**src/hdl/mpf_pkg.sv**
```systemverilog
// Address layout is fixed at 16 bits with 256-line pages and tags are 8 bits wide, so no more than 256 requests may be in flight
`default_nettype none

package mpf_pkg;

    // ==============================
    // Widths
    // ==============================

    // Page offset width, fixed by the address layout below
    localparam int PAGE_BITS  = 8;
    localparam int VADDR_BITS = 16;
    localparam int PADDR_BITS = 16;
    localparam int DATA_BITS  = 32;

    // Tags index the reorder ring, so the ring never exceeds 256 slots
    localparam int TAG_BITS   = 8;

    typedef logic [VADDR_BITS-1:0]           mpf_vaddr_t;
    typedef logic [PADDR_BITS-1:0]           mpf_paddr_t;
    typedef logic [DATA_BITS-1:0]            mpf_data_t;
    typedef logic [TAG_BITS-1:0]             mpf_tag_t;
    typedef logic [VADDR_BITS-PAGE_BITS-1:0] mpf_vpage_t;
    typedef logic [PADDR_BITS-PAGE_BITS-1:0] mpf_ppage_t;

    // ==============================
    // Request and response words
    // ==============================

    // Request as issued by the AFU, with a virtual address
    typedef struct packed {
        logic       is_write;
        mpf_vaddr_t vaddr;
        mpf_data_t  wdata;
    } mpf_req_t;

    // Response toward the AFU
    // Fault is set when the page was unmapped, and rdata is then zero
    typedef struct packed {
        logic      is_write;
        logic      fault;
        mpf_data_t rdata;
    } mpf_rsp_t;

    // One page-table write
    // Clearing valid unmaps the virtual page
    typedef struct packed {
        mpf_vpage_t vpage;
        mpf_ppage_t ppage;
        logic       valid;
    } mpf_map_t;

    // Memory-side request, already translated
    typedef struct packed {
        mpf_tag_t   tag;
        logic       is_write;
        mpf_paddr_t paddr;
        mpf_data_t  wdata;
    } mpf_fiu_req_t;

    // Memory-side response, which may come back in any order
    typedef struct packed {
        mpf_tag_t  tag;
        logic      is_write;
        mpf_data_t rdata;
    } mpf_fiu_rsp_t;

    // Index width needed to address n entries, never less than one bit
    function automatic int mpf_idx_bits(input int n);
        return (n > 1) ? $clog2(n) : 1;
    endfunction

endpackage

`default_nettype wire
```
**src/hdl/mpf_pipe.sv**
```systemverilog
// Memory must accept one request of slack after almost-full rises, and it must return every tag exactly once
`default_nettype none

module mpf_pipe
#(
    parameter int MAX_ACTIVE_REQS = 16,
    parameter int N_PAGES         = 16
)
(
    input  wire logic                  clk,
    input  wire logic                  rst,

    // AFU side, four-phase in both directions
    input  wire mpf_pkg::mpf_req_t     afu_req,
    input  wire logic                  afu_req_req,
    output logic                       afu_req_ack,
    output mpf_pkg::mpf_rsp_t          afu_rsp,
    output logic                       afu_rsp_req,
    input  wire logic                  afu_rsp_ack,

    // Page-table writes
    input  wire mpf_pkg::mpf_map_t     map,
    input  wire logic                  map_valid,

    // FIU side, memory-port style
    output mpf_pkg::mpf_fiu_req_t      fiu_req,
    output logic                       fiu_req_valid,
    input  wire logic                  fiu_almost_full,
    input  wire mpf_pkg::mpf_fiu_rsp_t fiu_rsp,
    input  wire logic                  fiu_rsp_valid
);

    import mpf_pkg::*;

    // Requests flow edge to ordering to translation
    mpf_req_t     edge_req;
    logic         edge_req_valid;
    logic         edge_req_ready;
    mpf_req_t     ord_req;
    mpf_tag_t     ord_tag;
    logic         ord_req_valid;
    logic         ord_req_ready;

    // Responses flow translation to ordering to edge
    mpf_fiu_rsp_t vtp_ret;
    logic         vtp_ret_fault;
    logic         vtp_ret_valid;
    mpf_rsp_t     ord_rsp;
    logic         ord_rsp_valid;
    logic         ord_rsp_ready;

    // ==============================
    // AFU edge
    // ==============================

    mpf_edge_afu edge_afu
    (
        .clk,
        .rst,
        .afu_req,
        .afu_req_req,
        .afu_req_ack,
        .afu_rsp,
        .afu_rsp_req,
        .afu_rsp_ack,
        .req_out       (edge_req),
        .req_out_valid (edge_req_valid),
        .req_out_ready (edge_req_ready),
        .rsp_in        (ord_rsp),
        .rsp_in_valid  (ord_rsp_valid),
        .rsp_in_ready  (ord_rsp_ready)
    );

    // ==============================
    // Response ordering
    // ==============================

    mpf_rsp_order
    #(
        .MAX_ACTIVE_REQS (MAX_ACTIVE_REQS)
    )
    rsp_order
    (
        .clk,
        .rst,
        .req_in        (edge_req),
        .req_in_valid  (edge_req_valid),
        .req_in_ready  (edge_req_ready),
        .req_out       (ord_req),
        .req_tag       (ord_tag),
        .req_out_valid (ord_req_valid),
        .req_out_ready (ord_req_ready),
        .ret           (vtp_ret),
        .ret_fault     (vtp_ret_fault),
        .ret_valid     (vtp_ret_valid),
        .rsp_out       (ord_rsp),
        .rsp_out_valid (ord_rsp_valid),
        .rsp_out_ready (ord_rsp_ready)
    );

    // ==============================
    // Translation and FIU register
    // ==============================

    mpf_vtp
    #(
        .N_PAGES (N_PAGES)
    )
    vtp
    (
        .clk,
        .rst,
        .map,
        .map_valid,
        .req_in        (ord_req),
        .req_tag       (ord_tag),
        .req_in_valid  (ord_req_valid),
        .req_in_ready  (ord_req_ready),
        .fiu_req,
        .fiu_req_valid,
        .fiu_almost_full,
        .fiu_rsp,
        .fiu_rsp_valid,
        .ret           (vtp_ret),
        .ret_fault     (vtp_ret_fault),
        .ret_valid     (vtp_ret_valid)
    );

endmodule

`default_nettype wire

```
**src/hdl/mpf_vtp.sv**
```systemverilog
// N_PAGES may be 1 to 256, virtual pages at or above it always fault, and only one fault waits at a time
`default_nettype none

module mpf_vtp
#(
    parameter int N_PAGES = 16
)
(
    input  wire logic                  clk,
    input  wire logic                  rst,

    // Page-table write port
    input  wire mpf_pkg::mpf_map_t     map,
    input  wire logic                  map_valid,

    // Tagged requests from ordering
    input  wire mpf_pkg::mpf_req_t     req_in,
    input  wire mpf_pkg::mpf_tag_t     req_tag,
    input  wire logic                  req_in_valid,
    output logic                       req_in_ready,

    // Memory request port
    output mpf_pkg::mpf_fiu_req_t      fiu_req,
    output logic                       fiu_req_valid,
    input  wire logic                  fiu_almost_full,

    // Memory responses, always accepted
    input  wire mpf_pkg::mpf_fiu_rsp_t fiu_rsp,
    input  wire logic                  fiu_rsp_valid,

    // Merged response return toward ordering
    output mpf_pkg::mpf_fiu_rsp_t      ret,
    output logic                       ret_fault,
    output logic                       ret_valid
);

    import mpf_pkg::*;

    localparam int PT_IDX_BITS = mpf_idx_bits(N_PAGES);

    logic [N_PAGES-1:0]     pt_valid;
    mpf_ppage_t             pt_ppage [N_PAGES];
    mpf_vpage_t             req_vpage;
    logic [PT_IDX_BITS-1:0] req_idx;
    logic [PT_IDX_BITS-1:0] map_idx;
    logic                   req_mapped;
    logic                   map_in_range;
    logic                   req_fire;
    logic                   fault_pending;
    logic                   fault_drain;
    mpf_tag_t               fault_tag;
    logic                   fault_is_write;

    // ==============================
    // Page table
    // ==============================

    assign map_in_range = (int'(map.vpage) < N_PAGES);
    assign map_idx      = map.vpage[PT_IDX_BITS-1:0];

    always_ff @(posedge clk)
    begin
        if (rst)
            pt_valid <= '0;
        else if (map_valid && map_in_range)
            pt_valid[map_idx] <= map.valid;
    end

    // Physical page is only looked at while its valid bit is set
    always_ff @(posedge clk)
    begin
        if (map_valid && map_in_range)
            pt_ppage[map_idx] <= map.ppage;
    end

    // ==============================
    // Translation and FIU request
    // ==============================

    assign req_vpage  = req_in.vaddr[VADDR_BITS-1:PAGE_BITS];
    assign req_idx    = req_vpage[PT_IDX_BITS-1:0];
    // Lookup sees the table before this cycle's map write
    assign req_mapped = (int'(req_vpage) < N_PAGES) && pt_valid[req_idx];

    // Issue happens next cycle, so almost-full now covers the one-cycle rule
    assign req_in_ready = !fiu_almost_full && !fault_pending;
    assign req_fire     = req_in_valid && req_in_ready;

    always_ff @(posedge clk)
    begin
        if (rst)
            fiu_req_valid <= 1'b0;
        else
            fiu_req_valid <= req_fire && req_mapped;
    end

    // Page bits are replaced and the line offset is kept
    always_ff @(posedge clk)
    begin
        if (req_fire && req_mapped)
        begin
            fiu_req.tag      <= req_tag;
            fiu_req.is_write <= req_in.is_write;
            fiu_req.paddr    <= {pt_ppage[req_idx], req_in.vaddr[PAGE_BITS-1:0]};
            fiu_req.wdata    <= req_in.wdata;
        end
    end

    // ==============================
    // Fault path and return merge
    // ==============================

    // Memory responses win, a fault slips into the first idle cycle
    assign fault_drain = fault_pending && !fiu_rsp_valid;

    always_ff @(posedge clk)
    begin
        if (rst)
            fault_pending <= 1'b0;
        else if (req_fire && !req_mapped)
            fault_pending <= 1'b1;
        else if (fault_drain)
            fault_pending <= 1'b0;
    end

    always_ff @(posedge clk)
    begin
        if (req_fire && !req_mapped)
        begin
            fault_tag      <= req_tag;
            fault_is_write <= req_in.is_write;
        end
    end

    always_comb
    begin
        if (fiu_rsp_valid)
            ret = fiu_rsp;
        else
            ret = '{tag: fault_tag, is_write: fault_is_write, rdata: '0};
        ret_fault = fault_drain;
        ret_valid = fiu_rsp_valid || fault_pending;
    end

endmodule

`default_nettype wire

```
**src/hdl/mpf_rsp_order.sv**
```systemverilog
// MAX_ACTIVE_REQS may be 1 to 256, and every tag handed out must come back exactly once on ret
`default_nettype none

module mpf_rsp_order
#(
    parameter int MAX_ACTIVE_REQS = 16
)
(
    input  wire logic                  clk,
    input  wire logic                  rst,

    // Requests from the AFU edge
    input  wire mpf_pkg::mpf_req_t     req_in,
    input  wire logic                  req_in_valid,
    output logic                       req_in_ready,

    // Tagged requests toward translation
    output mpf_pkg::mpf_req_t          req_out,
    output mpf_pkg::mpf_tag_t          req_tag,
    output logic                       req_out_valid,
    input  wire logic                  req_out_ready,

    // Returned responses in any order, always accepted
    input  wire mpf_pkg::mpf_fiu_rsp_t ret,
    input  wire logic                  ret_fault,
    input  wire logic                  ret_valid,

    // Responses released in request order
    output mpf_pkg::mpf_rsp_t          rsp_out,
    output logic                       rsp_out_valid,
    input  wire logic                  rsp_out_ready
);

    import mpf_pkg::*;

    localparam int IDX_BITS = mpf_idx_bits(MAX_ACTIVE_REQS);

    typedef logic [IDX_BITS-1:0] idx_t;

    // Head is the oldest active slot and tail the next tag to hand out
    idx_t                       head;
    idx_t                       tail;
    idx_t                       ret_idx;
    logic [IDX_BITS:0]          active_cnt;
    logic [MAX_ACTIVE_REQS-1:0] slot_full;
    mpf_rsp_t                   slot_rsp [MAX_ACTIVE_REQS];
    logic                       tag_free;
    logic                       alloc_fire;
    logic                       rel_fire;

    // Ring step, wrapping at the slot count even when it is not a power of two
    function automatic idx_t next_idx(input idx_t i);
        return (int'(i) == MAX_ACTIVE_REQS - 1) ? '0 : i + 1'b1;
    endfunction

    // ==============================
    // Tag allocation
    // ==============================

    assign tag_free      = (active_cnt != (IDX_BITS + 1)'(MAX_ACTIVE_REQS));
    assign req_out       = req_in;
    assign req_tag       = mpf_tag_t'(tail);
    assign req_out_valid = req_in_valid && tag_free;
    assign req_in_ready  = req_out_ready && tag_free;
    assign alloc_fire    = req_in_valid && req_in_ready;

    // ==============================
    // Reorder buffer
    // ==============================

    // Tags above the ring size are never issued, so the low bits suffice
    assign ret_idx = ret.tag[IDX_BITS-1:0];

    // The head slot leaves only when its response has arrived
    assign rsp_out       = slot_rsp[head];
    assign rsp_out_valid = slot_full[head];
    assign rel_fire      = rsp_out_valid && rsp_out_ready;

    always_ff @(posedge clk)
    begin
        if (rst)
        begin
            head       <= '0;
            tail       <= '0;
            active_cnt <= '0;
            slot_full  <= '0;
        end
        else
        begin
            if (alloc_fire)
                tail <= next_idx(tail);
            if (rel_fire)
                head <= next_idx(head);
            // Both can happen in one cycle, then the count stays put
            if (alloc_fire && !rel_fire)
                active_cnt <= active_cnt + 1'b1;
            else if (rel_fire && !alloc_fire)
                active_cnt <= active_cnt - 1'b1;

            // A returning tag is never the head being released, it is already full
            if (ret_valid)
                slot_full[ret_idx] <= 1'b1;
            if (rel_fire)
                slot_full[head] <= 1'b0;
        end
    end

    // Response payload per slot
    always_ff @(posedge clk)
    begin
        if (ret_valid)
        begin
            slot_rsp[ret_idx] <= '{is_write: ret.is_write, fault: ret_fault, rdata: ret.rdata};
        end
    end

endmodule

`default_nettype wire

```
**src/hdl/mpf_edge_afu.sv**
```systemverilog
// Client must hold afu_req stable while afu_req_req is high, and only one response is held at a time
`default_nettype none

module mpf_edge_afu
(
    input  wire logic              clk,
    input  wire logic              rst,

    // Four-phase request port, the pipe is the slave
    input  wire mpf_pkg::mpf_req_t afu_req,
    input  wire logic              afu_req_req,
    output logic                   afu_req_ack,

    // Four-phase response port, the pipe is the master
    output mpf_pkg::mpf_rsp_t      afu_rsp,
    output logic                   afu_rsp_req,
    input  wire logic              afu_rsp_ack,

    // Internal request stream toward ordering
    output mpf_pkg::mpf_req_t      req_out,
    output logic                   req_out_valid,
    input  wire logic              req_out_ready,

    // In-order responses from ordering
    input  wire mpf_pkg::mpf_rsp_t rsp_in,
    input  wire logic              rsp_in_valid,
    output logic                   rsp_in_ready
);

    typedef enum logic {REQ_IDLE, REQ_HOLD} req_state_t;
    typedef enum logic [1:0] {RSP_IDLE, RSP_REQ, RSP_RTZ} rsp_state_t;

    req_state_t req_state;
    rsp_state_t rsp_state;

    // ==============================
    // Request slave
    // ==============================

    // The client holds the payload, so it is offered straight to the stream
    assign req_out       = afu_req;
    // Only one capture per handshake, nothing is offered while ack is still high
    assign req_out_valid = afu_req_req && (req_state == REQ_IDLE);
    assign afu_req_ack   = (req_state == REQ_HOLD);

    always_ff @(posedge clk)
    begin
        if (rst)
            req_state <= REQ_IDLE;
        else
        begin
            case (req_state)
                // Ack rises in the cycle after the stream takes the request
                REQ_IDLE:
                    if (req_out_valid && req_out_ready)
                        req_state <= REQ_HOLD;
                // Return to zero once the client drops req
                default:
                    if (!afu_req_req)
                        req_state <= REQ_IDLE;
            endcase
        end
    end

    // ==============================
    // Response master
    // ==============================

    // A new response is taken only after the previous handshake is complete
    assign rsp_in_ready = (rsp_state == RSP_IDLE);
    assign afu_rsp_req  = (rsp_state == RSP_REQ);

    always_ff @(posedge clk)
    begin
        if (rst)
            rsp_state <= RSP_IDLE;
        else
        begin
            case (rsp_state)
                RSP_IDLE:
                    if (rsp_in_valid)
                        rsp_state <= RSP_REQ;
                // The client has seen the response, so req is lowered
                RSP_REQ:
                    if (afu_rsp_ack)
                        rsp_state <= RSP_RTZ;
                // Wait for ack to fall before the next response
                default:
                    if (!afu_rsp_ack)
                        rsp_state <= RSP_IDLE;
            endcase
        end
    end

    // Response payload stays put until the return-to-zero phase is over
    always_ff @(posedge clk)
    begin
        if (rsp_in_valid && rsp_in_ready)
            afu_rsp <= rsp_in;
    end

endmodule

`default_nettype wire

```
**config.mk**
```make
export PLATFORM = sky130hd
export DESIGN_NAME = mpf_pipe
export DESIGN_NICKNAME = d
export VERILOG_FILES = /design/src/hdl/mpf_pkg.sv /design/src/hdl/mpf_pipe.sv /design/src/hdl/mpf_vtp.sv /design/src/hdl/mpf_rsp_order.sv /design/src/hdl/mpf_edge_afu.sv
export SDC_FILE = /design/constraint.sdc
export NUM_CORES = 1
export LEC_CHECK = 0
export ABC_AREA = 1
export BUFFER_PORTS_ARGS = -buffer_cell sky130_fd_sc_hd__buf_2
export CORE_ASPECT_RATIO = 1.75
export CORE_MARGIN = 5
export CORE_UTILIZATION = 50
export CTS_CLUSTER_DIAMETER = 30
export DETAILED_ROUTE_END_ITERATION = 10
export PLACE_DENSITY = 0.7
export SYNTH_ARGS = -nofsm -noshare
export SYNTH_HDL_FRONTEND = slang
export SYNTH_SLANG_ARGS = --single-unit
```
**constraint.sdc**
```tcl
create_clock -name clk -period 4.9 [get_ports clk]
set_clock_uncertainty 0.1 [all_clocks]
set_input_delay 0.735 -clock clk [delete_from_list [all_inputs] [get_ports clk]]
set_output_delay 0.735 -clock clk [all_outputs]
set_load 0.01 [all_outputs]
```
==> Implementation_results.wiki <==
{| class="wikitable"
! Metric !! Value
|-
| HPWL Detailed || between 40000 and 50000 µm
|-
| Post-CTS setup-driven buffer insertion count || 0
|-
| Most frequently used cell type in the post-synthesis netlist || edfxtp_1
|-
| Number of gates given a new drive strength after cts || 0
|-
| Beginning of the worst hold path || afu_req[16]
|-
| Global-route wire length before repair || between 100000 and 150000 µm
|-
| Inserted Diodes || 0
|-
| Worst setup path class || reg -> reg
|-
| Post-synth cell types || 37
|-
| Tmin final || roughly 3.5 ns
|-
| Initial Util || about half
|-
| Number of optimization iterations in the first detailed-route pass || 6
|-
| Run status || finished clean
|-
| Int Pwr || between 10 and 15 mW
|-
| Register share of total power || 42.9%
|-
| Num Clock Sinks || approximately 800
|-
| All-Layer GR Usage || between 20% and 30%
|-
| Final weighted congestion of routability-driven global placement || around 0.83
|-
| Die area || between 0.06 and 0.07 mm²
|-
| Leak pwr || 13.3 nW
|-
| Top fanout value on the critical path || 86
|-
| Sw Ratio || between 20% and 30%
|-
| Start of the worst register-to-register path || rsp_order.head[0]
|-
| Worst-margin pin slew || around 1.3 ns
|-
| Top FF cell, synth || edfxtp_1
|-
| Synth Instances || about 2500
|-
| Number of register bits inferred by synthesis || ~810
|-
| Count of flip-flops with a built-in enable after synthesis || roughly 760
|-
| Count of buffers inserted at the top-level ports || approximately 200
|-
| Final Hold Vio Count || 0
|-
| Critical path startpoint category || flip-flop
|-
| Number of buffers on the longest clock path || 3
|-
| Die width || ~200 µm
|-
| Clock root buffer master || clkbuf_16
|-
| DR vias || 20700
|-
| Area after DPL || ~0.033 mm²
|-
| Tcrit/Tclk final || slightly above 70%
|-
| Via count of the first global-routing pass || roughly 21000
|-
| Final-report setup violation count || 0
|-
| # DRC || 0
|-
| Die Y || roughly 340 µm
|-
| Synth Area per Inst || roughly 13 µm²
|-
| RSZ-0062 raised after global routing || no
|-
| Antenna violation net count after detailed routing || 0
|-
| Maximum number of pins on one net before global-route repair || between 200 and 250
|-
| Cell types with the highest counts after synthesis || 764 x edfxtp_1, 394 x nor2_1, 354 x o21ai_0
|-
| Wire length per cell after detailed routing || roughly 22 µm
|-
| Share of post-route cells with drive strength above 1 || between 10% and 20%
|-
| Share of flip-flops with an asynchronous set or reset || 0%
|-
| Number of H-tree levels || 3
|-
| Summed negative setup slack over all endpoints || 0 ns
|-
| Cells taking the most area after synthesis || edfxtp_1 72%, o21ai_0 5.6%, nor2_1 4.7%, nand2_1 3.4%, dfxtp_1 3.2%
|-
| Antenna violations before repair || 1
|-
| Required time of the critical path || 5.36 ns
|-
| Yosys warns || 0
|-
| Max-cap violation count || 0
|-
| Slew Limit Headroom || 16.0%
|-
| Total Routed Length || roughly 78000 µm
|-
| Maximum ir drop on the vdd rail || ~420 µV
|-
| Clock transition at path regs || 0.06 ns
|-
| CTS tree || yes
|-
| Count of boundary I/O pins || around 210
|-
| Final layout net count || around 2800
|-
| Layout Area Growth over Synthesis || 16.9%
|-
| Vias per inst || around 5.8
|-
| Insertion delay to the later sink of the worst-skew pair || roughly 0.64 ns
|-
| Total congestion overflow || 0
|-
| NetSw || roughly 5.3 mW
|-
| Area share of the largest cell type after synthesis || a little over 70%
|-
| Total clock buffers created by CTS || a little over 100
|-
| Worst path arrival time || ~4.0 ns
|-
| Share of power burned in the clock network || approximately two fifths
|-
| CORE AREA || 0.0630 mm²
|-
| Max Transition Viols Final || 0
|-
| Areal power density over the cells || just over 500 mW/mm²
|-
| Finished Cell Area || roughly 0.037 mm²
|-
| Count of routing violations after the opening detailed-route iteration || approximately 1700
|-
| Part of the power in combinational logic || between 10% and 20%
|-
| CTS Hold Bufs || 0
|-
| Type of the most critical hold path || in -> reg
|-
| Cell type with the largest total area after synthesis || edfxtp_1
|-
| Netlist area before placement || around 0.032 mm²
|-
| Maximum clock rate || 282 MHz
|-
| CP endpoint kind || flip-flop
|-
| Sequential share of the synthesized area || 75.6%
|-
| Launching instance or port of the critical path || rsp_order.head[0]
|-
| Cell row count || 122
|}
## power groups by stage
stage | Clock, mW | Combinational (mW) | Sequential [mW]
final | 7.76 | 3.03 | 8.12
after global routing | 8.17 | 3.33 | 8.14
after CTS | 7.85 | 3.03 | 8.12
after detailed placement | 0 | 3.00 | 8.26
after global placement | 0 | 2.86 | 8.24
after floorplan | 0 | 2.10 | 8.19
## metrics by stage
stage | cells | utilization, % | power (mW) | hold slack, ns | worst slack, ns
global placement | 3382 | 53.0 | 11.1 | 0.341 | 1.47
finish | 3576 | 58.8 | 18.9 | 0.163 | 1.35
global route | 3576 | 58.8 | 19.6 | 0.141 | 1.04
floorplan | 2496 | - | 10.3 | 0.329 | 0.664
CTS | 3576 | 58.8 | 19.0 | 0.122 | 1.34
detailed placement | 3382 | 53.0 | 11.3 | 0.352 | 1.37
## logic make-up after synthesis
logic type / share of synthesized area (%)
adders and majority gates: 0.419
and+or+nand+nor: 9.93
DFF: 75.6
xor gates and xnor gates: 0.193
other: 0.0118
buffers and inverters: 3.66
AOI/OAI and AO/OA: 10.2
## critical path, cell delays in order, from the launching register on
cell	delay, ns
dfxtp_4	0.48
inv_6	0.49
nand2_1	0.10
nand3_1	0.10
nand2_1	0.06
nand2_1	0.06
nand2_1	0.06
inv_1	0.05
nand2_1	0.08
nand2_2	0.31
ha_1	0.26
inv_1	0.11
fa_1	0.43
a21o_1	0.18
a21oi_1	0.17
xor2_1	0.16
nand2_1	0.06
a21oi_1	0.13
## per-layer routing
metal | share of wire, % | track usage [%] | vias up
li1 | - | - | 9380
met1 | 35 | 24.9 | 10000
met2 | 53 | 40.7 | 1023
met3 | 7.5 | 3.35 | 234
met4 | 4.7 | 11.7 | 0
met5 | 0 | 0 | -
## registers in the layout (all words and copies together), names as in the netlist
name / flops
edge_afu.afu_rsp: 34
vtp.fault_pending: 1
vtp.fiu_req: 53
rsp_order.active_cnt: 5
vtp.fiu_req_valid: 1
vtp.fault_is_write: 1
vtp.fault_tag: 4
edge_afu.afu_req_ack: 1
rsp_order.slot_full: 16
edge_afu.rsp_state: 2
vtp.pt_valid: 16
rsp_order.tail: 4
rsp_order.slot_rsp: 544
rsp_order.head: 4
vtp.pt_ppage: 128
## worst paths after layout
| path | to | cells past startpoint | slack, ns |
|---|---|---|---|
| setup / recovery | rsp_order.active_cnt[4] | 17 | 1.35 |
| hold / removal | vtp.fiu_req[16] | 1 | 0.16 |
| setup reg to reg | rsp_order.active_cnt[4] | 17 | 1.35 |
| hold reg to reg | vtp.pt_valid[3] | 2 | 0.36 |
## final cells by class
type | instances | area [µm²]
fillers | 4774 | 26000
flip-flops and latches | 814 | 24000
multi-input cells | 1389 | 6670
clock buffers | 112 | 2680
repair buffers | 232 | 1270
well taps | 806 | 1010
clock inverters | 82 | 945
inverters | 141 | 536
## cells in the final DEF (no fill, tap or decap), types with 14 or more instances in the layout
cell type   netlist  layout
dfxtp_1          50      48
inv_1           131     120
inv_6             0      14
clkbuf_16         0     106
a21oi_1          33      33
clkinvlp_4        0      17
o21ai_0         354     354
o22ai_1         144     144
nand2_1         284     284
buf_4             5      31
o21ai_1          19      19
inv_2             9      17
nand3_1          39      39
buf_2            21     199
nor2_1          394     386
clkinv_2          0      16
bufinv_16         0      15
o221ai_1         24      24
edfxtp_1        764     764
nand4_1          37      37
Note: power is estimated with default switching activity, not from simulation.
